===== src/formatBa_defines.svh =====
// Block Ack frame field constants
`ifndef FORMATBA_DEFINES_SVH
`define FORMATBA_DEFINES_SVH

//////////////////////////////////////////////////////////////////////////////
// field lengths in bytes
//////////////////////////////////////////////////////////////////////////////

// duration/ID field
`define BA_DURATION_BYTES 2
// receiver and transmitter address fields, each
`define BA_ADDR_BYTES 6
// BA control field
`define BA_CONTROL_BYTES 2
// BA information field, the bitmap from the BA controller
`define BA_INFO_BYTES 10

//////////////////////////////////////////////////////////////////////////////
// fixed code points
//////////////////////////////////////////////////////////////////////////////

// subtype 1001, type 01 (control), protocol version 00
`define BA_FRMCTRL_BYTE1 8'h94
// first BA control byte, compressed bitmap
`define BA_CONTROL_BYTE0 8'h04

`endif


===== src/formatBaPkg.sv =====
// Block Ack formatter types
package formatBaPkg;

  // 48-bit MAC address, sent least significant byte first
  typedef logic [47:0] macAddrT;

  // duration/ID field of the MAC header
  typedef logic [15:0] durationT;

  // one byte on the FCS engine data path
  typedef logic [7:0] fcsByteT;

  // traffic identifier of the received frame
  typedef logic [3:0] tidT;

  // index of a byte inside the current field
  typedef logic [3:0] byteIdxT;

  // frame sequencer states
  typedef enum logic [3:0] {
    baIdle       = 4'd0,
    baWait       = 4'd1,
    baStartTx    = 4'd2,
    baFrmCtrl1   = 4'd3,
    baFrmCtrl2   = 4'd4,
    baDurationId = 4'd5,
    baRa         = 4'd6,
    baTa         = 4'd7,
    baControl    = 4'd8,
    baInfo       = 4'd9,
    baFcs        = 4'd10
  } baStateT;

endpackage


===== src/baFrameSequencer.sv =====
// Block Ack frame sequencer
`timescale 1ns/100ps
`include "formatBa_defines.svh"

module baFrameSequencer (
  input  logic                  macCoreTxClk,
  input  logic                  macCoreClkHardRst_n,
  // tx controller side
  input  logic                  sendBa,
  input  logic                  tickSifs,
  // FCS engine side
  input  logic                  fcsBusy,
  input  logic                  fcsEnd,
  // BA controller side
  input  logic                  psBitmapValid,
  // towards the byte selector
  output formatBaPkg::baStateT  state,
  output formatBaPkg::byteIdxT  byteIdx,
  // control strobes
  output logic                  baDone,
  output logic                  baTxStart,
  output logic                  baFcsEnable,
  output logic                  baFcsStart,
  output logic                  baFcsShift,
  output logic                  baFcsDataValid,
  output logic                  psBitmapReady
);

  import formatBaPkg::*;

  baStateT nextState;
  // index of the last byte of the current field
  byteIdxT lastIdx;
  // state presents a byte to the FCS engine
  logic    dataState;
  // a byte is taken by the FCS engine this cycle
  logic    byteAccept;
  // last byte of the field taken, move to next field
  logic    fieldDone;

  ////////////////////////////////////////////////////////////////////////////
  // state machine
  ////////////////////////////////////////////////////////////////////////////

  always_ff @(posedge macCoreTxClk or negedge macCoreClkHardRst_n)
  begin
    if (!macCoreClkHardRst_n)
      state <= baIdle;
    else
      state <= nextState;
  end

  always_comb
  begin
    nextState = state;
    case (state)
      // wait for a send request from the tx controller
      baIdle       : if (sendBa) nextState = baWait;
      // hold until the SIFS boundary
      baWait       : if (tickSifs) nextState = baStartTx;
      // single cycle, FCS engine start
      baStartTx    : nextState = baFrmCtrl1;
      baFrmCtrl1   : if (fieldDone) nextState = baFrmCtrl2;
      baFrmCtrl2   : if (fieldDone) nextState = baDurationId;
      baDurationId : if (fieldDone) nextState = baRa;
      baRa         : if (fieldDone) nextState = baTa;
      baTa         : if (fieldDone) nextState = baControl;
      baControl    : if (fieldDone) nextState = baInfo;
      baInfo       : if (fieldDone) nextState = baFcs;
      // checksum shifted out by the FCS engine
      baFcs        : if (fcsEnd) nextState = baIdle;
      default      : nextState = baIdle;
    endcase
  end

  ////////////////////////////////////////////////////////////////////////////
  // per-field byte counter
  ////////////////////////////////////////////////////////////////////////////

  // field length minus one, frame control bytes are single-byte fields
  always_comb
  begin
    case (state)
      baDurationId : lastIdx = byteIdxT'(`BA_DURATION_BYTES - 1);
      baRa         : lastIdx = byteIdxT'(`BA_ADDR_BYTES - 1);
      baTa         : lastIdx = byteIdxT'(`BA_ADDR_BYTES - 1);
      baControl    : lastIdx = byteIdxT'(`BA_CONTROL_BYTES - 1);
      baInfo       : lastIdx = byteIdxT'(`BA_INFO_BYTES - 1);
      default      : lastIdx = '0;
    endcase
  end

  assign dataState  = (state == baFrmCtrl1) || (state == baFrmCtrl2) ||
                      (state == baDurationId) || (state == baRa) ||
                      (state == baTa) || (state == baControl) ||
                      (state == baInfo);

  // bitmap bytes also need the BA controller to have one ready
  assign byteAccept = dataState && !fcsBusy && ((state != baInfo) || psBitmapValid);
  assign fieldDone  = byteAccept && (byteIdx == lastIdx);

  // counter wraps to zero on the last byte, ready for the next field
  always_ff @(posedge macCoreTxClk or negedge macCoreClkHardRst_n)
  begin
    if (!macCoreClkHardRst_n)
      byteIdx <= '0;
    else if (fieldDone)
      byteIdx <= '0;
    else if (byteAccept)
      byteIdx <= byteIdx + byteIdxT'(1);
  end

  ////////////////////////////////////////////////////////////////////////////
  // control strobes
  ////////////////////////////////////////////////////////////////////////////

  // done one cycle after the FCS engine ends the checksum
  always_ff @(posedge macCoreTxClk or negedge macCoreClkHardRst_n)
  begin
    if (!macCoreClkHardRst_n)
      baDone <= 1'b0;
    else
      baDone <= (state == baFcs) && fcsEnd;
  end

  // PHY start aligned on the SIFS tick
  assign baTxStart      = (state == baWait) && tickSifs;
  assign baFcsStart     = (state == baStartTx);
  assign baFcsEnable    = (state != baIdle);
  // from the last bitmap transfer until the checksum is out
  assign baFcsShift     = (nextState == baFcs) && !fcsEnd;
  assign baFcsDataValid = byteAccept;
  assign psBitmapReady  = (state == baInfo) && !fcsBusy;

endmodule


===== src/baFieldByteSelect.sv =====
// Block Ack frame byte selector
`timescale 1ns/100ps
`include "formatBa_defines.svh"

module baFieldByteSelect (
  // sequencer position
  input  formatBaPkg::baStateT  state,
  input  formatBaPkg::byteIdxT  byteIdx,
  // frame contents
  input  formatBaPkg::macAddrT  destAddr,
  input  formatBaPkg::macAddrT  srcAddr,
  input  formatBaPkg::durationT duration,
  input  formatBaPkg::tidT      rxTid,
  input  logic                  pwrMgt,
  input  formatBaPkg::fcsByteT  psBitmap,
  // byte to the FCS engine
  output formatBaPkg::fcsByteT  baFcsData
);

  import formatBaPkg::*;

  // picks one address byte, least significant first
  function automatic fcsByteT addrByte(input macAddrT addr, input byteIdxT idx);
    fcsByteT b;
    case (idx)
      4'd0    : b = addr[7:0];
      4'd1    : b = addr[15:8];
      4'd2    : b = addr[23:16];
      4'd3    : b = addr[31:24];
      4'd4    : b = addr[39:32];
      4'd5    : b = addr[47:40];
      default : b = '0;
    endcase
    return b;
  endfunction

  ////////////////////////////////////////////////////////////////////////////
  // byte mux
  ////////////////////////////////////////////////////////////////////////////

  always_comb
  begin
    case (state)
      baFrmCtrl1   : baFcsData = `BA_FRMCTRL_BYTE1;
      // order, wep, more data all zero, power mgt in bit 4
      baFrmCtrl2   : baFcsData = {3'b000, pwrMgt, 4'b0000};
      // duration low byte first
      baDurationId : baFcsData = byteIdx[0] ? duration[15:8] : duration[7:0];
      baRa         : baFcsData = addrByte(destAddr, byteIdx);
      baTa         : baFcsData = addrByte(srcAddr, byteIdx);
      // fixed control byte, then TID in the upper nibble
      baControl    : baFcsData = byteIdx[0] ? {rxTid, 4'b0000} : `BA_CONTROL_BYTE0;
      // bitmap passes straight through from the BA controller
      baInfo       : baFcsData = psBitmap;
      // no data in idle, wait, start and FCS states
      default      : baFcsData = '0;
    endcase
  end

endmodule


===== src/formatBa.sv =====
// Block Ack frame formatter
`timescale 1ns/100ps

module formatBa (
  input  logic                  macCoreTxClk,
  input  logic                  macCoreClkHardRst_n,
  // MAC controller fields, stable for the whole frame
  input  formatBaPkg::macAddrT  destAddr,
  input  formatBaPkg::macAddrT  srcAddr,
  input  formatBaPkg::durationT duration,
  input  formatBaPkg::tidT      rxTid,
  input  logic                  pwrMgt,
  // tx controller and timers
  input  logic                  sendBa,
  input  logic                  tickSifs,
  output logic                  baDone,
  output logic                  baTxStart,
  // FCS engine
  input  logic                  fcsBusy,
  input  logic                  fcsEnd,
  output logic                  baFcsEnable,
  output logic                  baFcsStart,
  output logic                  baFcsShift,
  output formatBaPkg::fcsByteT  baFcsData,
  output logic                  baFcsDataValid,
  // BA controller bitmap stream
  input  formatBaPkg::fcsByteT  psBitmap,
  input  logic                  psBitmapValid,
  output logic                  psBitmapReady
);

  import formatBaPkg::*;

  // sequencer position shared with the byte mux
  baStateT state;
  byteIdxT byteIdx;

  //////////////////////////////////////////////////////////////////////////
  // frame sequencing and strobes
  //////////////////////////////////////////////////////////////////////////

  baFrameSequencer uSequencer (
    .macCoreTxClk        (macCoreTxClk),
    .macCoreClkHardRst_n (macCoreClkHardRst_n),
    .sendBa              (sendBa),
    .tickSifs            (tickSifs),
    .fcsBusy             (fcsBusy),
    .fcsEnd              (fcsEnd),
    .psBitmapValid       (psBitmapValid),
    .state               (state),
    .byteIdx             (byteIdx),
    .baDone              (baDone),
    .baTxStart           (baTxStart),
    .baFcsEnable         (baFcsEnable),
    .baFcsStart          (baFcsStart),
    .baFcsShift          (baFcsShift),
    .baFcsDataValid      (baFcsDataValid),
    .psBitmapReady       (psBitmapReady)
  );

  // byte presented to the FCS engine
  baFieldByteSelect uByteSelect (
    .state     (state),
    .byteIdx   (byteIdx),
    .destAddr  (destAddr),
    .srcAddr   (srcAddr),
    .duration  (duration),
    .rxTid     (rxTid),
    .pwrMgt    (pwrMgt),
    .psBitmap  (psBitmap),
    .baFcsData (baFcsData)
  );

endmodule


===== config.mk =====
export PLATFORM = sky130hd
export DESIGN_NAME = formatBa
export DESIGN_NICKNAME = d
export VERILOG_FILES = /design/src/formatBaPkg.sv /design/src/baFrameSequencer.sv /design/src/baFieldByteSelect.sv /design/src/formatBa.sv
export VERILOG_INCLUDE_DIRS = /design/src /design/src/src
export SDC_FILE = /design/constraint.sdc
export NUM_CORES = 1
export LEC_CHECK = 0
export BUFFER_PORTS_ARGS = -buffer_cell sky130_fd_sc_hd__buf_4
export CORE_MARGIN = 2
export CORE_UTILIZATION = 42
export CTS_CLUSTER_DIAMETER = 80
export DETAILED_ROUTE_END_ITERATION = 10
export GPL_ROUTABILITY_DRIVEN = 0
export MAX_ROUTING_LAYER = met4
export PLACE_DENSITY = 0.87
export SYNTH_ARGS = -nofsm -noshare
export SYNTH_HDL_FRONTEND = slang
export SYNTH_SLANG_ARGS = --single-unit

===== constraint.sdc =====
create_clock -name macCoreTxClk -period 3.85 [get_ports macCoreTxClk]
set_input_delay 0.385 -clock macCoreTxClk [delete_from_list [all_inputs] [get_ports macCoreTxClk]]
set_output_delay 0.385 -clock macCoreTxClk [all_outputs]
set_load 0.01 [all_outputs]

==> qor.txt, run 1 <==
============================================================================================
Result of the run                                                               finished clean
Mapped Cells                                                                             252
Clock root cell                                                                     clkbuf_8
Sinks on the clock net                                                                     9
Top routing layer used                                                                  met4
Standard cell core area                                                             3971 um2
Final setup violation count                                                                0
Reg-to-Reg Start                                                                uSequencer.state[1]
Fraction of the mapped netlist area in compound gates                                 45.39%
NumNets Final                                                                            516
Startpoint-to-endpoint class of the critical path                               flop to primary output
Post-synthesis instance area                                                        1712 um2
Routed vias                                                                             2617
Average wire length per cell after detail routing                                   18.15 um
X dimension of the die                                                              67.84 um
Cell area after placement                                                           2783 um2
Max VDD drop                                                                       0.3600 mV
Combined area of the multi-input logic cells                                        1358 um2
Height of the chip                                                                  67.84 um
Area fraction of the dominant cell type after synthesis                               13.16%
RSZ-0062 raised after global routing                                                   false
Clock latency on the worst-skew pair                                                 0.25 ns
Util after Layout                                                                     71.46%
Clock Skew                                                                       0.005164 ns
XOR/XNOR Fraction of Synth Area                                                           0%
Hold crit path type                                                             input pin to flop
Starting utilization of the core area                                                 43.10%
Final design instance area without fill                                             2838 um2
Antenna Violating Nets Remaining                                                           0
Dominant register cell in the synthesized netlist                                    dfrtp_1
I/O Pins                                                                                 147
Number of global-route vias before repair                                               2411
Final Hold Violating Endpoints                                                             0
Syn_nets                                                                                 388
Iteration-0 DRC Markers                                                                  287
Number of antenna violations at the first check in global routing                          0
Clock-pin transition on the worst setup and hold timing paths                        0.05 ns
Placed insts                                                                             424
Global-route wire length before repair                                              11470 um
Residual DRC                                                                               0
Routed wire length                                                                   7786 um
Count of TritonRoute iterations in the first routing pass                                  6
Slew at the pin with the worst max-slew slack                                       1.128 ns
Reg2reg path depth                                                                         6
Power density over the cells                                                    500.8 nW/um2
Number of placement rows                                                                  23
Buffer depth of the longest clock path                                                     2
Vias per cell                                                                          6.100
Final worst-path cycle share                                                          86.86%
Peak fanout along the critical path                                                       32
Async set-or-reset flop fraction in the synthesized netlist                           100.0%
Largest delay contributor family on the critical path                           compound AO/OA/AOI/OAI gates
Flops & latches, synth                                                                     9
Total inserted antenna cells                                                               0
Count of fill cells added during filler insertion                                        332
Count of flip-flops with a built-in enable after synthesis                                 0
Crit path setup slack, layout                                                      0.5057 ns
Largest stage delay, worst path                                                      0.66 ns
Post-synth cell types                                                                     42
Largest family of logic cells by synthesized area                               compound AO/OA/AOI/OAI gates
Footprint of the flip-flops and latches                                            225.2 um2
Static leakage                                                                      1.310 nW
Aggregate negative setup slack                                                          0 ns
Synth area leader                                                                    dfrtp_1
Clock tree from TritonCTS                                                               done
Half-perimeter wire length after placement                                           5892 um
Critical path cell sequence                                                     inv_1 > ha_1 > a222oi_1 > nand2_1 > a221oi_1 > o21ai_0 > buf_4
Count of yosys warnings during synthesis                                                   0
M1 WL                                                                                2967 um
Routed length on met3                                                                1059 um
Max-slew violation count                                                                   0
Global-route usage over all layers                                                    33.48%
Min Clock Period, post-route                                                        3.344 ns
Arr. time, crit path                                                                 2.96 ns
Area growth syn-to-layout                                                             65.79%
CTS H-tree depth                                                                           1
Leading post-synthesis cells by cell area                                       dfrtp_1, a222oi_1, a21oi_1
Share of synthesized area occupied by flip-flops and latches                          13.16%
Critical-path cell with the highest stage delay                                      dfrtp_1
Hold Path Depth                                                                            2
Type of origin of the critical path                                                     flop
Layout cells sized above 1                                                            42.22%
Num CTS Buffers                                                                            3
Basic-gate share of the synthesized area counting and, or, nand and nor cells         24.78%
Max-slew headroom                                                                     24.80%
Endpoint type of the worst setup path                                           primary output
Startpoint of the lowest-slack hold path                                              fcsEnd
Input/output buffers                                                                     146
Endpoint required time on the critical path                                          3.46 ns
Max-cap violation count                                                                    0
Place WS                                                                           0.8237 ns
Routed wire length on met2                                                           3578 um
Critical path depth                                                                        7
Peak clock frequency supported by timing                                          0.2990 GHz
Proportion of synthesized area in mux cells                                           6.213%
Average footprint of a synthesized cell                                            6.792 um2
Total die area                                                                      4602 um2
Buf/Inv on CP                                                                              2
Origin of the worst setup path                                                  uSequencer.byteIdx[0]
Maximum number of pins on one net before global-route repair                              33
Adder-cell area share of the yosys netlist                                            2.924%
Global route total overflow                                                                0
Cell Count, Final, Fillers Out                                                           429
Number of setup buffers added after CTS                                                    0
============================================================================================
## flip-flops by register name, summed over array words and instances, names as in the netlist
register,cells
uSequencer.state,4
uSequencer.baDone,1
uSequencer.byteIdx,4
## worst register-to-register path, stage by stage (launching register included)
cell and delay (ns):
dfrtp_1 0.83, nor2_1 0.25, or3_1 0.43, a41oi_2 0.24, o211ai_2 0.19, o211ai_1 0.13, o221ai_1 0.13
## area by class of cell
type | instances | share of cell area [%]
Multi-Input combinational cell | 210 | 47.84
Timing Repair Buffer | 149 | 39.51
Sequential cell | 9 | 7.937
Tap cell | 50 | 2.205
Clock buffer | 4 | 1.587
Inverter | 7 | 0.9259
## Yosys cell counts, drive strengths merged (2+ instances only)
master  count
mux2        5
nor2        9
o21ai      19
a211oi      2
o221ai      3
dfrtp       9
clkbuf     19
nor2b       8
or3         6
a32o        3
a221oi      4
nand2      33
nor3        6
nor4        2
a22oi      17
nand3      13
inv         7
a21oi      29
nor3b       3
buf         7
o21a        3
mux2i       5
nand2b      3
ha          4
o211ai      5
and3        2
a222oi     15
## power by group
group	total [W]	switching, W	leakage (nW)	internal (W)
registers	0.000255	0.000131	0.107	0.000124
clock network	0.000122	0.0000485	0.0228	0.0000731
logic	0.00104	0.000567	1.18	0.000478
total	0.00142	0.000746	1.31	0.000675
## metrics by stage
stage	hold WS [ns]	total power, W
after floorplan	0.08941	0.0009372
after global placement	0.2156	0.001240
after detailed placement	0.2203	0.001270
after CTS	0.4192	0.001398
after global routing	0.4386	0.001535
final	0.4234	0.001421
## repair_timing
item | 4_1_cts | 5_1_grt
hold buffers | 1 | 0
gates resized for setup | 0 | 0
endpoints found under the hold margin | 9 | 0
## cell families (layout without fill, tap and decap cells)
family                     after synthesis  after routing
and+or+nand+nor                         87             87
buffers and inverters                   33            160
AOI/OAI and AO/OA                      109            109
adders and majority gates                4              4
muxes                                   10             10
DFF                                      9              9
## worst paths after layout
kind | slack, ns | endpoint
max | 0.51 | baFcsData[2]
min | 0.42 | uSequencer.baDone
max reg2reg | 1.49 | uSequencer.state[0]
min reg2reg | 0.63 | uSequencer.byteIdx[1]
max in group asynchronous | 3.19 | uSequencer.byteIdx[1]
min in group asynchronous | 0.51 | uSequencer.state[2]
## layer usage
layer	track usage, %	vias to the layer above
met5	-	-
met4	12.50	0
met3	6.743	23
met2	52.21	196
met1	42.84	1155
li1	-	1243
## cells in the final DEF (no fill, tap or decap), drive strengths merged, types with 4 or more instances in the layout
master	netlist	layout
nand3	13	13
a22oi	17	17
clkbuf	19	4
mux2	5	5
o21ai	19	19
inv	7	7
mux2i	5	5
ha	4	4
a221oi	4	4
o211ai	5	5
buf	7	148
a21oi	29	29
or3	6	6
dfrtp	9	9
nor2	9	9
nand2	33	33
nor3	6	6
a222oi	15	15
nor2b	8	8
No activity file was read; power rests on OpenSTA's default activity.
==> run 2, diff against run 1 <==
- REMOVE_ABC_BUFFERS: default -> 1
==> qor.txt, run 2 (synthesis gave the netlist of run 1 again) <==
================================================================================
Result of the run                                                   finished clean
Max-slew headroom                                                         21.92%
Aggregate negative setup slack                                              0 ns
Slew at the pin with the worst max-slew slack                           1.171 ns
Maximum number of pins on one net before global-route repair                  33
Endpoint required time on the critical path                              3.46 ns
Place WS                                                               0.8117 ns
Final setup violation count                                                    0
Max-slew violation count                                                       0
Sinks on the clock net                                                         9
Number of global-route vias before repair                                   2289
Average wire length per cell after detail routing                       17.95 um
Fraction of power consumed by combinational cells                          73.5%
Critical-path cell with the highest stage delay                          dfrtp_1
Reg-to-Reg Start                                                    uSequencer.state[0]
Buffer depth of the longest clock path                                         2
Peak fanout along the critical path                                           32
I/O Pins                                                                     147
Global route total overflow                                                    0
Num CTS Buffers                                                                3
Switching Share                                                           51.75%
Clock Skew                                                           0.002505 ns
Clock latency on the worst-skew pair                                     0.23 ns
Input/output buffers                                                         146
Peak clock frequency supported by timing                              0.2992 GHz
Arr. time, crit path                                                     2.96 ns
Int Power                                                            0.0006748 W
Count of fill cells added during filler insertion                            383
Max-cap violation count                                                        0
Combined area of the multi-input logic cells                            1358 um2
RSZ-0062 raised after global routing                                       false
Count of TritonRoute iterations in the first routing pass                      8
Footprint of the flip-flops and latches                                225.2 um2
Placed insts                                                                 424
Clock share of power                                                        7.6%
Standard cell core area                                                 3971 um2
Max VDD drop                                                           0.5722 mV
Sequential power share                                                     18.9%
Most common library cell in the layout ignoring fill and taps              buf_4
Worst path most repeated cell                                            nand2_1
Endpoint type of the worst setup path                               primary output
Resized cells post-CTS                                                         0
Cell Count, Final, Fillers Out                                               429
Startpoint of the lowest-slack hold path                                  fcsEnd
Vias per cell                                                              6.103
Height of the chip                                                      67.84 um
Reg2reg path depth                                                             6
FF-to-FF End                                                        uSequencer.state[0]
Number of placement rows                                                      23
Crit path setup slack, layout                                          0.5075 ns
Residual DRC                                                                   0
X dimension of the die                                                  67.84 um
Antenna Violating Nets Remaining                                               0
Starting utilization of the core area                                     43.10%
Largest registers                                                   uSequencer.byteIdx x4, uSequencer.state x4, uSequencer.baDone x1
NumNets Final                                                                516
Clock tree from TritonCTS                                                   done
Global-route usage over all layers                                        31.32%
Type of origin of the critical path                                         flop
Critical path cell sequence                                         inv_1 > ha_1 > a222oi_1 > nand2_1 > a221oi_1 > nand2_1 > buf_4
Min Clock Period, post-route                                            3.343 ns
Power density over the cells                                        492.9 nW/um2
Reg-to-reg slack, setup                                                  1.51 ns
Area growth syn-to-layout                                                 65.79%
Half-perimeter wire length after placement                               5899 um
Final Hold Violating Endpoints                                                 0
Power spent charging and discharging nets                            0.0007238 W
Total die area                                                          4602 um2
Hold Path Depth                                                                2
Clock-pin transition on the worst setup and hold timing paths            0.04 ns
Worst Hold Path EP                                                  uSequencer.baDone
Final worst-path cycle share                                              86.82%
CTS H-tree depth                                                               1
Routed wire length                                                       7702 um
Clock root cell                                                         clkbuf_8
Total inserted antenna cells                                                   0
Number of antenna violations at the first check in global routing              0
Largest stage delay, worst path                                          0.70 ns
Startpoint-to-endpoint class of the critical path                   flop to primary output
Most frequent cells in the layout                                   buf_4, nand2_1, a21oi_1
Global-route wire length before repair                                  10810 um
Iteration-0 DRC Markers                                                      269
Hold crit path type                                                 input pin to flop
Layout cells sized above 1                                                42.22%
Post-Route Hold Slack                                                  0.4621 ns
Static leakage                                                          1.311 nW
Routed vias                                                                 2618
================================================================================
==> run 2: worst max path at each step <==
stage               slack (ns)  depth (start not counted)                  start            to
finish                    0.51                          7  uSequencer.byteIdx[0]  baFcsData[0]
detailed placement        0.81                          7  uSequencer.byteIdx[0]  baFcsData[2]
global placement          0.92                          7  uSequencer.byteIdx[0]  baFcsData[2]
global route              0.31                          7  uSequencer.byteIdx[0]  baFcsData[0]
floorplan                 1.35                          6  uSequencer.byteIdx[0]  baFcsData[2]
CTS                       0.55                          7  uSequencer.byteIdx[0]  baFcsData[2]
==> run 2: power by group through the flow <==
stage,clock network (W),registers [W],logic (W)
3_3_place_gp,0,0.000259,0.000993
2_1_floorplan,0,0.000236,0.000652
5_1_grt,0.000114,0.000277,0.00111
4_1_cts,0.000110,0.000260,0.00101
3_5_place_dp,0,0.000262,0.00101
6_report,0.000106,0.000264,0.00103
==> run 2: final cells by class <==
type                       instances  area share, %
multi-input combinational        210          47.84
timing repair buffer             149          39.51
sequential                         9          7.937
tap                               50          2.205
clock buffer                       4          1.587
inverter                           7         0.9259
==> run 2: metal layers <==
metal / part of all wire [%] / wire length [um] / track usage [%]
met5: 0 / 0 / -
met4: 2.1 / 165 / 9.750
met3: 9.3 / 713 / 6.414
met2: 50 / 3837 / 51.84
met1: 39 / 2985 / 38.39
==> run 2: metrics by stage <==
| step | power [W] | cell area [um2] | utilization, % |
|---|---|---|---|
| 3_3_place_gp | 0.001252 | 2783 | 70.07 |
| 2_1_floorplan | 0.0008877 | 1609 | - |
| 5_1_grt | 0.001506 | 2838 | 71.46 |
| 3_5_place_dp | 0.001273 | 2783 | 70.07 |
| 6_report | 0.001399 | 2838 | 71.46 |
| 4_1_cts | 0.001385 | 2838 | 71.46 |
==> run 2: critical path, delay by kind of cell (launching register included) <==
kind	cells	cell delay [ns]
compound gates	2	0.75
flops	1	0.70
fa+ha+maj	1	0.65
buf+inv	2	0.40
simple gates	2	0.21
==> run 2: what timing repair did <==
item | in CTS | in global routing
setup buffers | 0 | 0
hold endpoints to repair | 9 | 0
hold buffers | 1 | 0
==> run 3, diff against run 2 <==
- ABC_AREA: default -> 1
- CORE_UTILIZATION: 42 -> 41
==> qor.txt, run 3 <==
================================================================================
Result of the run                                                   finished clean
Fraction of power consumed by combinational cells                          69.6%
Average footprint of a synthesized cell                                5.503 um2
Total inserted antenna cells                                                   0
Type of origin of the critical path                                         flop
Height of the chip                                                      67.35 um
Routed vias                                                                 2650
Aggregate negative setup slack                                              0 ns
Share of synthesized area occupied by flip-flops and latches              13.69%
Count of yosys warnings during synthesis                                       0
Buffer depth of the longest clock path                                         2
Hold crit path type                                                 input pin to flop
Dominant register cell in the synthesized netlist                        dfrtp_1
Clock Skew                                                           0.002609 ns
Async set-or-reset flop fraction in the synthesized netlist               100.0%
Place WS                                                                1.178 ns
Min Clock Period, post-route                                            2.950 ns
Arr. time, crit path                                                     2.56 ns
CTS H-tree depth                                                               1
RSZ-0062 raised after global routing                                       false
Number of global-route vias before repair                                   2516
Iteration-0 DRC Markers                                                      202
Startpoint-to-endpoint class of the critical path                   flop to primary output
Synth area leader                                                        nand2_1
Area growth syn-to-layout                                                 70.87%
Endpoint type of the worst setup path                               primary output
Max-slew headroom                                                         49.38%
Half-perimeter wire length after placement                               5857 um
Count of flip-flops with a built-in enable after synthesis                     0
Flops & latches, synth                                                         9
Final setup violation count                                                    0
Combined area of the multi-input logic cells                            1286 um2
Layout cells sized above 1                                                36.82%
Number of setup buffers added after CTS                                        0
Global route total overflow                                                    0
Vias per cell                                                              5.408
Starting utilization of the core area                                     41.73%
Critical-path cell with the highest stage delay                           and3_1
Most frequent cells in the layout                                   buf_4, nand2_1, nor2_1
Most frequent cell after synthesis                                       nand2_1
Input/output buffers                                                         146
Number of placement rows                                                      23
Power density over the cells                                        363.3 nW/um2
Int Power                                                            0.0005047 W
Synth cell count leaders                                            nand2_1, nor2_1, o21ai_0
Max VDD drop                                                           0.1734 mV
Number of antenna violations at the first check in global routing              0
Clock tree from TritonCTS                                                   done
Standard cell core area                                                 3943 um2
I/O Pins                                                                     147
Routed wire length                                                       7392 um
Switching Share                                                           50.59%
Leading post-synthesis cells by cell area                           nand2_1, dfrtp_1, a22o_1
X dimension of the die                                                  67.35 um
Residual DRC                                                                   0
Peak fanout along the critical path                                           16
Largest registers                                                   uSequencer.byteIdx x4, uSequencer.state x4, uSequencer.baDone x1
Clock-pin transition on the worst setup and hold timing paths            0.05 ns
Max-slew violation count                                                       0
Maximum number of pins on one net before global-route repair                  17
Footprint of the flip-flops and latches                                225.2 um2
Post-synthesis instance area                                            1645 um2
Peak clock frequency supported by timing                              0.3390 GHz
Num CTS Buffers                                                                3
Mapped Cells                                                                 299
Count of fill cells added during filler insertion                            323
Final Hold Violating Endpoints                                                 0
Clock share of power                                                       11.6%
Slew at the pin with the worst max-slew slack                          0.7565 ns
Largest stage delay, worst path                                          0.58 ns
Global-route usage over all layers                                        33.48%
Most common library cell in the layout ignoring fill and taps              buf_4
Clock root cell                                                         clkbuf_8
Final worst-path cycle share                                              76.62%
Static leakage                                                          1.484 nW
Average wire length per cell after detail routing                       15.09 um
Sequential power share                                                     18.8%
Critical path cell sequence                                         inv_1 > ha_1 > and3_1 > nand2_1 > nand4_1 > o21ai_0 > nand3_1 > buf_4
Clock latency on the worst-skew pair                                     0.25 ns
Post-synth cell types                                                         29
Antenna Violating Nets Remaining                                               0
Count of TritonRoute iterations in the first routing pass                      5
Global-route wire length before repair                                  11230 um
Sinks on the clock net                                                         9
Crit path setup slack, layout                                          0.9001 ns
Endpoint required time on the critical path                              3.46 ns
Area fraction of the dominant cell type after synthesis                   26.92%
Total die area                                                          4536 um2
NumNets Final                                                                577
Max-cap violation count                                                        0
Power spent charging and discharging nets                            0.0005167 W
================================================================================
run 3: cell types whose count changed after synthesis, sizes merged, moves of 8 or more:
cell,before,now
clkbuf,19,2
a222oi,15,0
nand2,33,121
a22oi,17,2
a22o,0,14
nand4,0,18
inv,7,22
nor2,9,32
nor2b,8,0
a21oi,29,4
run 3: layout make-up:
| class | instances | share of cell area [%] |
|---|---|---|
| clock buffers | 4 | 1.602 |
| repair buffers | 147 | 39.34 |
| flip-flops and latches | 9 | 8.011 |
| multi-input cells | 257 | 45.75 |
| inverters | 23 | 3.071 |
| well taps | 50 | 2.225 |
run 3: what timing repair did:
action	CTS	global route
hold endpoints to repair	9	0
resized for setup	0	0
hold buffers	1	0
run 3: cell families (layout without fill, tap and decap cells):
family	after synthesis	in the layout	share of synthesized area, %
and+or+nand+nor	202	202	54.83
AOI/OAI and AO/OA	50	50	19.77
buffers and inverters	33	174	8.135
DFF	9	9	13.69
adders and majority gates	4	4	3.042
xor gates and xnor gates	1	1	0.5324
run 3: critical path, delay by kind of cell, from the launching register on:
family,cells,cell delay (ns)
AND/OR/NAND/NOR,4,0.92
buffers and inverters,2,0.53
adder cells (fa/ha/maj),1,0.25
flip-flops,1,0.51
AO/OA/AOI/OAI,1,0.10
run 3: worst paths after layout:
check,cells past startpoint,slack [ns],startpoint,to
max,8,0.90,uSequencer.byteIdx[0],baFcsData[2]
min,3,0.37,fcsEnd,uSequencer.baDone
max reg2reg,10,2.00,uSequencer.state[1],uSequencer.state[1]
min reg2reg,3,0.64,uSequencer.state[0],uSequencer.state[0]
max in group asynchronous,2,3.21,macCoreClkHardRst_n,uSequencer.state[0]
min in group asynchronous,2,0.50,macCoreClkHardRst_n,uSequencer.state[3]
run 3: power by group through the flow:
stage / clock (W) / sequential (W) / combinational (W)
5_1_grt: 0.000124 / 0.000197 / 0.000787
3_3_place_gp: 0 / 0.000186 / 0.000683
2_1_floorplan: 0 / 0.000173 / 0.000421
4_1_cts: 0.000118 / 0.000190 / 0.000706
6_report: 0.000119 / 0.000192 / 0.000711
3_5_place_dp: 0 / 0.000188 / 0.000703
run 3: stage by stage:
stage                     hold WS [ns]  instance area [um2]  cells   power, W  util, %
final                           0.3689                 2811    490   0.001021    71.31
after global routing            0.3723                 2811    490   0.001109    71.31
after detailed placement        0.2201                 2756    485  0.0008918    69.91
after CTS                       0.3705                 2811    490   0.001013    71.31
after floorplan                0.08941                 1598    289  0.0005932        -
after global placement          0.2205                 2756    485  0.0008689    69.91
run 3: per-layer routing:
| layer | up-vias | global-route usage [%] | part of all wire [%] |
|---|---|---|---|
| met1 | 1181 | 36.44 | 37 |
| met2 | 149 | 57.67 | 50 |
| met4 | 0 | 17.35 | 4.3 |
| met3 | 29 | 6.500 | 8.7 |
| li1 | 1291 | - | - |
| met5 | - | - | 0 |
